File: src/hdl/link_pkg.sv
// Shared widths and the APB register map of the link transmitter
// Every register is one 32-bit word, and offsets outside the map read as 0
`default_nettype none

package link_pkg;

  // ----------------------------------------------------------------------
  // Width defaults, picked up by the top level and passed down
  // ----------------------------------------------------------------------

  // Push width must be a multiple of the pop width, with a ratio of 2 or more
  parameter int push_width_default = 32;
  parameter int pop_width_default = 8;
  parameter int metadata_width_default = 3;

  // Both traffic counters wrap at this width
  parameter int count_width = 16;

  // ----------------------------------------------------------------------
  // Register offsets on the 8-bit APB address
  // ----------------------------------------------------------------------
  typedef enum logic [7:0] {
    // Bit 0 enable, bit 1 msb_first
    ctrl_addr         = 8'h00,
    // Bit 0 busy
    status_addr       = 8'h04,
    // Accepted pop flits
    flit_count_addr   = 8'h08,
    // Accepted pop flits that closed a packet
    packet_count_addr = 8'h0C
  } reg_addr_e;

endpackage

`default_nettype wire

File: src/hdl/flit_queue.sv
// Two-entry queue of whole push flits; the head is held until head_ready
// push_ready looks at head_ready, so a full queue still takes a flit when its head leaves
`default_nettype none

module flit_queue #(
  parameter int push_width = link_pkg::push_width_default,
  parameter int pop_width = link_pkg::pop_width_default,
  parameter int metadata_width = link_pkg::metadata_width_default,
  localparam int ratio = push_width / pop_width,
  localparam int id_width = $clog2(ratio)
) (
  input  logic                      clk,
  input  logic                      reset,
  input  logic                      push_valid,
  output logic                      push_ready,
  input  logic [push_width-1:0]     push_data,
  input  logic                      push_last,
  input  logic [id_width-1:0]       push_dont_care_count,
  input  logic [metadata_width-1:0] push_metadata,
  output logic                      head_valid,
  input  logic                      head_ready,
  output logic [push_width-1:0]     head_data,
  output logic                      head_last,
  output logic [id_width-1:0]       head_dont_care_count,
  output logic [metadata_width-1:0] head_metadata
);

  // Flit storage, one slot per entry
  logic [push_width-1:0]     data_mem [2];
  logic                      last_mem [2];
  logic [id_width-1:0]       dcc_mem  [2];
  logic [metadata_width-1:0] meta_mem [2];

  logic       rd_ptr;
  logic       wr_ptr;
  logic [1:0] count;
  logic       push;
  logic       pop;

  assign head_valid = (count != 2'd0);
  // A slot frees up in the same cycle that the head is taken
  assign push_ready = (count != 2'd2) || head_ready;
  assign push = push_valid && push_ready;
  assign pop = head_valid && head_ready;

  assign head_data = data_mem[rd_ptr];
  assign head_last = last_mem[rd_ptr];
  assign head_dont_care_count = dcc_mem[rd_ptr];
  assign head_metadata = meta_mem[rd_ptr];

  // Payload slots carry no reset, only the pointers and count do
  always_ff @(posedge clk) begin
    if (push) begin
      data_mem[wr_ptr] <= push_data;
      last_mem[wr_ptr] <= push_last;
      dcc_mem[wr_ptr] <= push_dont_care_count;
      meta_mem[wr_ptr] <= push_metadata;
    end
  end

  always_ff @(posedge clk) begin
    if (reset) begin
      rd_ptr <= 1'b0;
      wr_ptr <= 1'b0;
      count <= 2'd0;
    end else begin
      if (push) wr_ptr <= ~wr_ptr;
      if (pop) rd_ptr <= ~rd_ptr;
      // Push and pop together leave the fill level unchanged
      if (push && !pop) begin
        count <= count + 2'd1;
      end else if (pop && !push) begin
        count <= count - 2'd1;
      end
    end
  end

endmodule

`default_nettype wire

File: src/hdl/flow_serializer.sv
// Cuts the stable head flit into pop flits, one per cycle, with no bubble between flits
// The head must not change until head_ready; msb_first must not change mid-flit
`default_nettype none

module flow_serializer #(
  parameter int push_width = link_pkg::push_width_default,
  parameter int pop_width = link_pkg::pop_width_default,
  parameter int metadata_width = link_pkg::metadata_width_default,
  localparam int ratio = push_width / pop_width,
  localparam int id_width = $clog2(ratio)
) (
  input  logic                      clk,
  input  logic                      reset,
  input  logic                      enable,
  input  logic                      msb_first,
  input  logic                      head_valid,
  output logic                      head_ready,
  input  logic [push_width-1:0]     head_data,
  input  logic                      head_last,
  input  logic [id_width-1:0]       head_dont_care_count,
  input  logic [metadata_width-1:0] head_metadata,
  output logic                      pop_valid,
  input  logic                      pop_ready,
  output logic [pop_width-1:0]      pop_data,
  output logic                      pop_last,
  output logic [metadata_width-1:0] pop_metadata
);

  // ----------------------------------------------------------------------
  // Slice counter
  // ----------------------------------------------------------------------

  localparam logic [id_width-1:0] last_id = id_width'(ratio - 1);

  logic [id_width-1:0] slice_cnt;
  logic [id_width-1:0] tail_cnt;
  logic [id_width-1:0] slice_id;
  logic                final_slice;
  logic                pop;

  assign pop = pop_valid && pop_ready;

  // Don't-care slices only shorten a flit that closes a packet
  assign tail_cnt = head_last ? head_dont_care_count : '0;
  assign final_slice = ((slice_cnt + tail_cnt) == last_id);

  // Counts pops within the current head and clears once the final one
  // is taken, so the next flit starts at slice 0 on the following cycle
  always_ff @(posedge clk) begin
    if (reset) begin
      slice_cnt <= '0;
    end else if (pop) begin
      if (final_slice) begin
        slice_cnt <= '0;
      end else begin
        slice_cnt <= slice_cnt + 1'b1;
      end
    end
  end

  // ----------------------------------------------------------------------
  // Slice select
  // ----------------------------------------------------------------------

  logic [pop_width-1:0] slices [ratio];

  // Slice k sits at bits [k*pop_width +: pop_width] of the head
  for (genvar k = 0; k < ratio; k++) begin : gen_slices
    assign slices[k] = head_data[k*pop_width +: pop_width];
  end

  // In msb-first order the counter walks the slices from the top down
  assign slice_id = msb_first ? (last_id - slice_cnt) : slice_cnt;
  assign pop_data = slices[slice_id];

  // ----------------------------------------------------------------------
  // Pop side and completion
  // ----------------------------------------------------------------------

  // Cut-through: the head shows on the pop side in the same cycle
  assign pop_valid = enable && head_valid;
  assign pop_last = head_last && final_slice;
  // Metadata rides along unchanged on every slice of its flit
  assign pop_metadata = head_metadata;

  // The head retires when its final slice is accepted, last flag or not
  assign head_ready = pop && final_slice;

endmodule

`default_nettype wire

File: src/hdl/link_regs.sv
// APB slave with zero wait states; no pready or pslverr
// msb_first may only be written while busy reads 0, which is not checked here
`default_nettype none

module link_regs (
  input  logic        clk,
  input  logic        reset,
  input  logic        psel,
  input  logic        penable,
  input  logic        pwrite,
  input  logic [7:0]  paddr,
  input  logic [31:0] pwdata,
  output logic [31:0] prdata,
  input  logic        pop_valid,
  input  logic        pop_ready,
  input  logic        pop_last,
  input  logic        head_valid,
  output logic        enable,
  output logic        msb_first
);

  import link_pkg::*;

  // ----------------------------------------------------------------------
  // Address decode
  // ----------------------------------------------------------------------

  reg_addr_e addr;
  logic      wr_access;
  logic      rd_access;

  // Offsets that are not in the map fall through to the default arm
  assign addr = reg_addr_e'(paddr);

  // Writes land on the access phase of the transfer
  assign wr_access = psel && penable && pwrite;
  assign rd_access = psel && !pwrite;

  // ----------------------------------------------------------------------
  // Control register
  // ----------------------------------------------------------------------

  // Both bits come out of reset cleared, so the serializer starts stopped
  always_ff @(posedge clk) begin
    if (reset) begin
      enable <= 1'b0;
      msb_first <= 1'b0;
    end else if (wr_access && (addr == ctrl_addr)) begin
      enable <= pwdata[0];
      msb_first <= pwdata[1];
    end
  end

  // ----------------------------------------------------------------------
  // Traffic counters
  // ----------------------------------------------------------------------

  logic [count_width-1:0] flit_count;
  logic [count_width-1:0] packet_count;
  logic                   pop_taken;

  assign pop_taken = pop_valid && pop_ready;

  // Both counters wrap silently at their width
  always_ff @(posedge clk) begin
    if (reset) begin
      flit_count <= '0;
      packet_count <= '0;
    end else if (pop_taken) begin
      flit_count <= flit_count + 1'b1;
      // A packet is counted once, on the pop flit that carries pop_last
      if (pop_last) begin
        packet_count <= packet_count + 1'b1;
      end
    end
  end

  // ----------------------------------------------------------------------
  // Read data mux
  // ----------------------------------------------------------------------

  // prdata is driven during both phases of a read and is 0 otherwise
  always_comb begin
    prdata = '0;
    if (rd_access) begin
      case (addr)
        ctrl_addr: begin
          prdata = {30'b0, msb_first, enable};
        end
        status_addr: begin
          // Busy while the queue still holds a flit
          prdata = {31'b0, head_valid};
        end
        flit_count_addr: begin
          prdata = 32'(flit_count);
        end
        packet_count_addr: begin
          prdata = 32'(packet_count);
        end
        default: begin
          prdata = '0;
        end
      endcase
    end
  end

endmodule

`default_nettype wire

File: src/hdl/link_tx_top.sv
// Transmit side of the link: flit queue, serializer and APB register block
// Widths come from the package defaults; the push width must be a multiple of the pop width
`default_nettype none

module link_tx_top #(
  parameter int push_width = link_pkg::push_width_default,
  parameter int pop_width = link_pkg::pop_width_default,
  parameter int metadata_width = link_pkg::metadata_width_default,
  localparam int ratio = push_width / pop_width,
  localparam int id_width = $clog2(ratio)
) (
  input  logic                      clk,
  input  logic                      reset,
  input  logic                      push_valid,
  output logic                      push_ready,
  input  logic [push_width-1:0]     push_data,
  input  logic                      push_last,
  input  logic [id_width-1:0]       push_dont_care_count,
  input  logic [metadata_width-1:0] push_metadata,
  output logic                      pop_valid,
  input  logic                      pop_ready,
  output logic [pop_width-1:0]      pop_data,
  output logic                      pop_last,
  output logic [metadata_width-1:0] pop_metadata,
  input  logic                      psel,
  input  logic                      penable,
  input  logic                      pwrite,
  input  logic [7:0]                paddr,
  input  logic [31:0]               pwdata,
  output logic [31:0]               prdata
);

  // Head of the queue, held stable while the serializer scans it
  logic                      head_valid;
  logic                      head_ready;
  logic [push_width-1:0]     head_data;
  logic                      head_last;
  logic [id_width-1:0]       head_dont_care_count;
  logic [metadata_width-1:0] head_metadata;

  // Control bits from the register block
  logic enable;
  logic msb_first;

  flit_queue #(
    .push_width    (push_width),
    .pop_width     (pop_width),
    .metadata_width(metadata_width)
  ) queue_i (
    .clk                 (clk),
    .reset               (reset),
    .push_valid          (push_valid),
    .push_ready          (push_ready),
    .push_data           (push_data),
    .push_last           (push_last),
    .push_dont_care_count(push_dont_care_count),
    .push_metadata       (push_metadata),
    .head_valid          (head_valid),
    .head_ready          (head_ready),
    .head_data           (head_data),
    .head_last           (head_last),
    .head_dont_care_count(head_dont_care_count),
    .head_metadata       (head_metadata)
  );

  flow_serializer #(
    .push_width    (push_width),
    .pop_width     (pop_width),
    .metadata_width(metadata_width)
  ) serializer_i (
    .clk                 (clk),
    .reset               (reset),
    .enable              (enable),
    .msb_first           (msb_first),
    .head_valid          (head_valid),
    .head_ready          (head_ready),
    .head_data           (head_data),
    .head_last           (head_last),
    .head_dont_care_count(head_dont_care_count),
    .head_metadata       (head_metadata),
    .pop_valid           (pop_valid),
    .pop_ready           (pop_ready),
    .pop_data            (pop_data),
    .pop_last            (pop_last),
    .pop_metadata        (pop_metadata)
  );

  // The register block watches the pop handshake and the queue head
  link_regs regs_i (
    .clk       (clk),
    .reset     (reset),
    .psel      (psel),
    .penable   (penable),
    .pwrite    (pwrite),
    .paddr     (paddr),
    .pwdata    (pwdata),
    .prdata    (prdata),
    .pop_valid (pop_valid),
    .pop_ready (pop_ready),
    .pop_last  (pop_last),
    .head_valid(head_valid),
    .enable    (enable),
    .msb_first (msb_first)
  );

endmodule

`default_nettype wire

File: config.mk
export PLATFORM = sky130hd
export DESIGN_NAME = link_tx_top
export DESIGN_NICKNAME = d
export VERILOG_FILES = /design/src/hdl/link_pkg.sv /design/src/hdl/flit_queue.sv /design/src/hdl/flow_serializer.sv /design/src/hdl/link_regs.sv /design/src/hdl/link_tx_top.sv
export SDC_FILE = /design/constraint.sdc
export NUM_CORES = 1
export LEC_CHECK = 0
export ABC_AREA = 1
export BUFFER_PORTS_ARGS = -buffer_cell sky130_fd_sc_hd__buf_2
export CAP_MARGIN = 10
export CORE_UTILIZATION = 55
export DETAILED_ROUTE_END_ITERATION = 16
export GPL_TIMING_DRIVEN = 0
export PLACE_DENSITY = 0.9
export SETUP_SLACK_MARGIN = 0.15
export SYNTH_ARGS = -nofsm -noshare
export SYNTH_HDL_FRONTEND = slang
export SYNTH_SLANG_ARGS = --single-unit
File: constraint.sdc
create_clock -name clk -period 7.45 [get_ports clk]
set_input_delay 0.745 -clock clk [delete_from_list [all_inputs] [get_ports clk]]
set_output_delay 0.745 -clock clk [all_outputs]
set_load 0.02 [all_outputs]
==> results.toml, run 1 <==
[outcome]
status = "finished, final reports clean"

[logic_synthesis]
yosysWarningCount = 0
synth_sequential_area_ratio_pct = 55.5
synth_fa_ha_area_share_pct = 0.895
synth_compound_area_share_pct = 7.99
synthSimpleGateAreaFrac_pct = 25.5
synth_area_per_cell_sq_um = 8.68
syn_area_sq_um = 5590
netlist_instances = 644
synth_xor_area_share_pct = 2.82
synth_cell_types = 36
synth-seq-cells = 117
synth_top_family_by_area = "simple AND/OR/NAND/NOR gates"
synth_mux_area_share_pct = 0

[critical_path]
worst-setup-path-type = "reg -> out"
cp_max_fo = 10
critPathCaptureType = "output pin"
worstPathRequired_ps = 6700
reg2reg_to = "queue_i.data_mem[1][7]"
cp-start-kind = "register"
reg2reg_depth = 18
crit_arrival_ps = 3100
r2r_slack_ps = 3870

[floorplanning]
coreArea_sq_um = 9820
dieArea_sq_um = 10600
row_count = 36
initial_core_util_pct = 56.9
die_w_um = 103
die_h_um = 103
ios = 131

[place]
post-place-cells = 877
placed_area_sq_um = 6280
io_buffers = 83
place_congestion = 1.01
dp_hpwl_mm = 9.63

[cells_and_area]
area.sequential_sq_um = 3100
multi_input_comb_area_sq_um = 2150
finalNetCount = 852
final_common_cell = "nand2_1"
stdcell_count = 910
syn_to_final_growth_pct = 23.1
final_cell_area_sq_um = 6880
mostFrequentLayoutCells = "223 x nand2_1, 91 x buf_2, 76 x edfxtp_1"
fillers = 710
drive_above_1_share_pct = 19.8

[route]
drt-initial-drc-count = 374
ant_nets = 0
drc = 0
vias_per_cell = 5.40
vias = 4912
drt-total-wl_mm = 14.2
drt_pass1_iterations = 5
wire_per_inst_um = 15.6

[cts]
cts_tree = "done"
cts_root_buf = "clkbuf_8"
clk_pin_slew_ps = 60
cts_resized = 0
worst_skew_pair.late_latency_ps = 520
postCtsHoldBufs = 0
clock_sinks = 117
clockBufferDepth = 2
htree_num_levels = 4
cts_buffers = 17
postCtsSetupBuffers = 0

[power_and_ir_drop]
powerDensity_nw_per_um2 = 240
intPower_uw = 1290
peakVddDrop_mv = 0.148
power_uw = 1650
power_frac_seq_pct = 44.5
combPwrFrac_pct = 6.2
clock_power_share_pct = 49.4
switching_share_pct = 22.1
leakage_uw = 0.00277
switchingPower_uw = 366

[timing]
hold_ws_ps = 406
rsz0062_at_grt = "false"
period_minus_slack_ps = 3840
setup_viol = 0
finalCritPeriodShare_pct = 51.6
tns_ps = 0
finalHoldViolations = 0
max-slew-margin-rel_pct = 52.3
clock-skew-final_ps = 6.06
timing.final.max_slew_violations = 0
fmax_mhz = 260
tightestPinTransition_ps = 711

[worst_hold_path]
hold_depth = 1
hold_path_class = "in -> reg"
hold_start = "push_data[25]"
min_to = "queue_i.data_mem[0][25]"

[grt]
grt_pass1_wl_mm = 22.2
grt_pass1_vias = 4618
overflow = 0
grt_use_total_pct = 28.3
antenna_found_initial = 1
grt_max_degree = 36

[run]
maxCapViolCount = 0
how the worst max path moves through the flow:
stage | startpoint | to | cells after the start
after floorplan | register | queue_i.data_mem[0][0] | 17
after global routing | register | push_ready | 16
after CTS | register | push_ready | 16
after global placement | register | queue_i.data_mem[0][15] | 17
final | register | push_ready | 16
after detailed placement | register | queue_i.data_mem[1][9] | 18
logic make-up after synthesis:
family	after synthesis
AO/OA/AOI/OAI	85
XOR/XNOR	18
adder cells (fa/ha/maj)	4
buffers and inverters	86
flip-flops	117
other	1
AND/OR/NAND/NOR	333
state kept, by name, indices dropped and copies added (netlist names), named ones only:
register                cells
queue_i.meta_mem            6
regs_i.enable               1
regs_i.msb_first            1
queue_i.wr_ptr              1
queue_i.dcc_mem             4
serializer_i.slice_cnt      2
queue_i.data_mem           64
queue_i.rd_ptr              1
queue_i.last_mem            2
regs_i.flit_count          16
regs_i.packet_count        16
queue_i.count               2
cell type report:
class	instances	share of cell area, %
Tap cell	133	2.42
Clock inverter	12	2.22
Clock buffer	20	6.47
Multi-Input combinational cell	456	31.2
Inverter	47	2.56
Antenna cell	1	0.0364
Buffer	39	3.25
Sequential cell	117	45.1
Timing Repair Buffer	85	6.73
metal layers:
| metal | vias up | track usage [%] | wire length (um) |
|---|---|---|---|
| met1 | 2227 | 35.5 | 5590 |
| met5 | - | 0 | 0 |
| met4 | 0 | 17.2 | 541 |
| met2 | 276 | 45.3 | 6980 |
| met3 | 51 | 5.90 | 1100 |
| li1 | 2358 | - | - |
through the flow:
stage	setup slack, ps	util (%)
finish	3610	70.1
global route	3350	70.1
detailed placement	3900	64.0
CTS	3620	70.1
floorplan	3360	-
global placement	2370	63.4
synthesized netlist by cell type, drive strengths merged:
cell	n	area [sq um]
nor2	39	156
ha	4	50.1
nand3b	1	7.51
nor3b	4	30.0
dfxtp	41	821
buf	28	183
nand4	9	56.3
and3	1	6.26
a21oi	57	285
a31oi	6	37.5
a31o	2	17.5
nand3	38	203
edfxtp	76	2280
o22ai	1	6.26
xor2	9	78.8
clkbuf	11	41.3
nor4	4	46.3
nor3	11	66.3
o21ai	17	85.1
conb	1	3.75
xnor2	9	78.8
a211oi	1	7.51
or2	1	6.26
inv	47	176
nand2	225	850
o21a	1	7.51
worst max-delay path: stages (launching register included):
cell and delay (ps):
dfxtp_1 420, clkbuf_1 420, buf_1 480, nand2_1 110, nand2_1 80, nand2_1 60
inv_1 50, ha_1 150, inv_1 50, nand2_1 60, nand2_1 60, inv_1 50
nand2_1 50, nand2_2 100, nand3_4 120, nand2_1 140, buf_2 180
power groups by stage:
stage,registers (uW),clock network (uW),logic (uW)
detailed placement,748,0,101
CTS,735,817,101
finish,736,816,102
global route,738,849,112
global placement,748,0,89.7
floorplan,746,0,58.5
Note: power is estimated with default switching activity, not from simulation.
==> run 2, diff against run 1 <==
CORE_UTILIZATION = 54   (was 55)
PLACE_DENSITY = 0.89   (was 0.9)
clock period = 3.7 ns   (was 7.45 ns; I/O delays follow)
==> results.toml, run 2 (same netlist as run 1, synthesis figures left out) <==
[outcome]
status = "finished, final reports clean"

[timing]
timing.final.max_slew_violations = 0
tns_ps = 0
period_minus_slack_ps = 3300
fmax_mhz = 303
setup_viol = 0
max-slew-margin-rel_pct = 49.3
finalHoldViolations = 0
clock-skew-final_ps = 5.92
tightestPinTransition_ps = 756
rsz0062_at_grt = "false"
finalCritPeriodShare_pct = 89.1

[cts]
worst_skew_pair.late_latency_ps = 520
cts_buffers = 17
postCtsHoldBufs = 0
clockBufferDepth = 2
htree_num_levels = 4
clk_pin_slew_ps = 60
cts_tree = "done"
cts_root_buf = "clkbuf_8"
clock_sinks = 117

[critical_path]
worst-setup-path-type = "reg -> reg"
cp_max_fo = 10
worstPathRequired_ps = 4090
crit_arrival_ps = 3690
cp-start-kind = "register"
critPathCaptureType = "register"

[cells_and_area]
reg_top3 = "queue_i.data_mem: 64 flops, regs_i.flit_count: 16 flops, regs_i.packet_count: 16 flops"
final_common_cell = "nand2_1"
mostFrequentLayoutCells = "223 x nand2_1, 92 x buf_2, 76 x edfxtp_1"
stdcell_count = 908
finalNetCount = 851
num_antenna_cells = 0
fillers = 695
drive_above_1_share_pct = 20.6
largest_reg_flops = 64
largest_register = "queue_i.data_mem"
syn_to_final_growth_pct = 22.5

[route]
drt-total-wl_mm = 14.3
vias_per_cell = 5.58
drt_pass1_iterations = 5
vias = 5066
wire_per_inst_um = 15.8
drc = 0
drt-initial-drc-count = 372
ant_nets = 0

[grt]
grt_use_total_pct = 27.6
grt_pass1_vias = 5056
antenna_found_initial = 0
grt_max_degree = 28
overflow = 0
grt_pass1_wl_mm = 23.5

[floorplanning]
die_h_um = 104
dieArea_sq_um = 10800
die_w_um = 104
initial_core_util_pct = 56.4
row_count = 36
coreArea_sq_um = 9910
ios = 131

[worst_hold_path]
hold_path_class = "in -> reg"

[place]
place_congestion = 0.897
post-place-cells = 877
dp_hpwl_mm = 9.81
io_buffers = 83

[power_and_ir_drop]
peakVddDrop_mv = 0.431
leakage_uw = 0.00275
powerDensity_nw_per_um2 = 472

[run]
maxCapViolCount = 0
run 2: cell count changes in the layout (fill, tap and decap cells not counted), moves of 2 or more:
cell,change
bufinv_16,-2
clkbuf_1,-4
clkbuf_2,+2
clkbuf_8,-2
inv_6,+4
run 2: path summary, 6_finish.rpt:
| kind | start | endpoint | slack, ps | cells after the start |
|---|---|---|---|---|
| worst min-delay path | push_data[27] | queue_i.data_mem[1][27] | 40 | 1 |
| worst max-delay path | register | queue_i.count[1] | 400 | 22 |
| worst min register to register | regs_i.enable | regs_i.enable | 490 | 2 |
| worst max register to register | register | queue_i.count[1] | 400 | 22 |
run 2: layer usage:
layer / up-vias / global-route usage (%) / part of all wire [%]
met5: - / 0 / 0
met4: 0 / 13.4 / 3.1
met3: 50 / 5.73 / 8.5
met2: 308 / 47.9 / 50
met1: 2351 / 32.7 / 39
li1: 2357 / - / -
run 2: report_power, final:
part           switching (uW)  total (uW)  internal [uW]
combinational             133         205           71.6
clock                     638        1540            905
sequential               19.5        1480           1460
total                     791        3230           2440
run 2: area by class of cell:
| class | count | area, sq um | share of cell area, % |
|---|---|---|---|
| buffer | 38 | 224 | 3.27 |
| clock buffer | 17 | 414 | 6.05 |
| clock inverter | 15 | 144 | 2.10 |
| inverter | 47 | 180 | 2.63 |
| multi-input combinational | 456 | 2150 | 31.4 |
| sequential | 117 | 3100 | 45.3 |
| tap | 133 | 166 | 2.43 |
| timing repair buffer | 85 | 463 | 6.76 |
run 2: critical path, stage by stage (launching register included):
cell and delay (ps):
dfxtp_1 390, clkbuf_2 270, buf_2 310, nand2_1 90
nand2_1 70, nand2_1 50, inv_1 60, ha_1 160
inv_1 40, nand2_1 60, nand2_1 80, inv_1 70
nand2_1 70, nand2_2 100, nand3_4 120, nand2_1 160
nand2_1 120, inv_1 90, ha_1 250, a21oi_1 140
o21ai_0 150, o21ai_0 240, a21oi_1 70
run 2: timing repair:
action                                  CTS  global route
resized for setup                         2             4
buffers inserted                          0             0
endpoints found under the setup margin   40            68
run 2: stage by stage:
stage / worst slack, ps / hold slack, ps / util [%] / power (uW) / instance area, sq um
finish: 403 / 38.3 / 69.1 / 3230 / 6840
global route: 204 / 27.0 / 69.1 / 3320 / 6840
CTS: 170 / 21.0 / 69.1 / 3230 / 6850
detailed placement: -38.0 / 477 / 63.4 / 1710 / 6280
global placement: -546 / 467 / 62.9 / 1680 / 6230
floorplan: 231 / 452 / - / 1620 / 5650
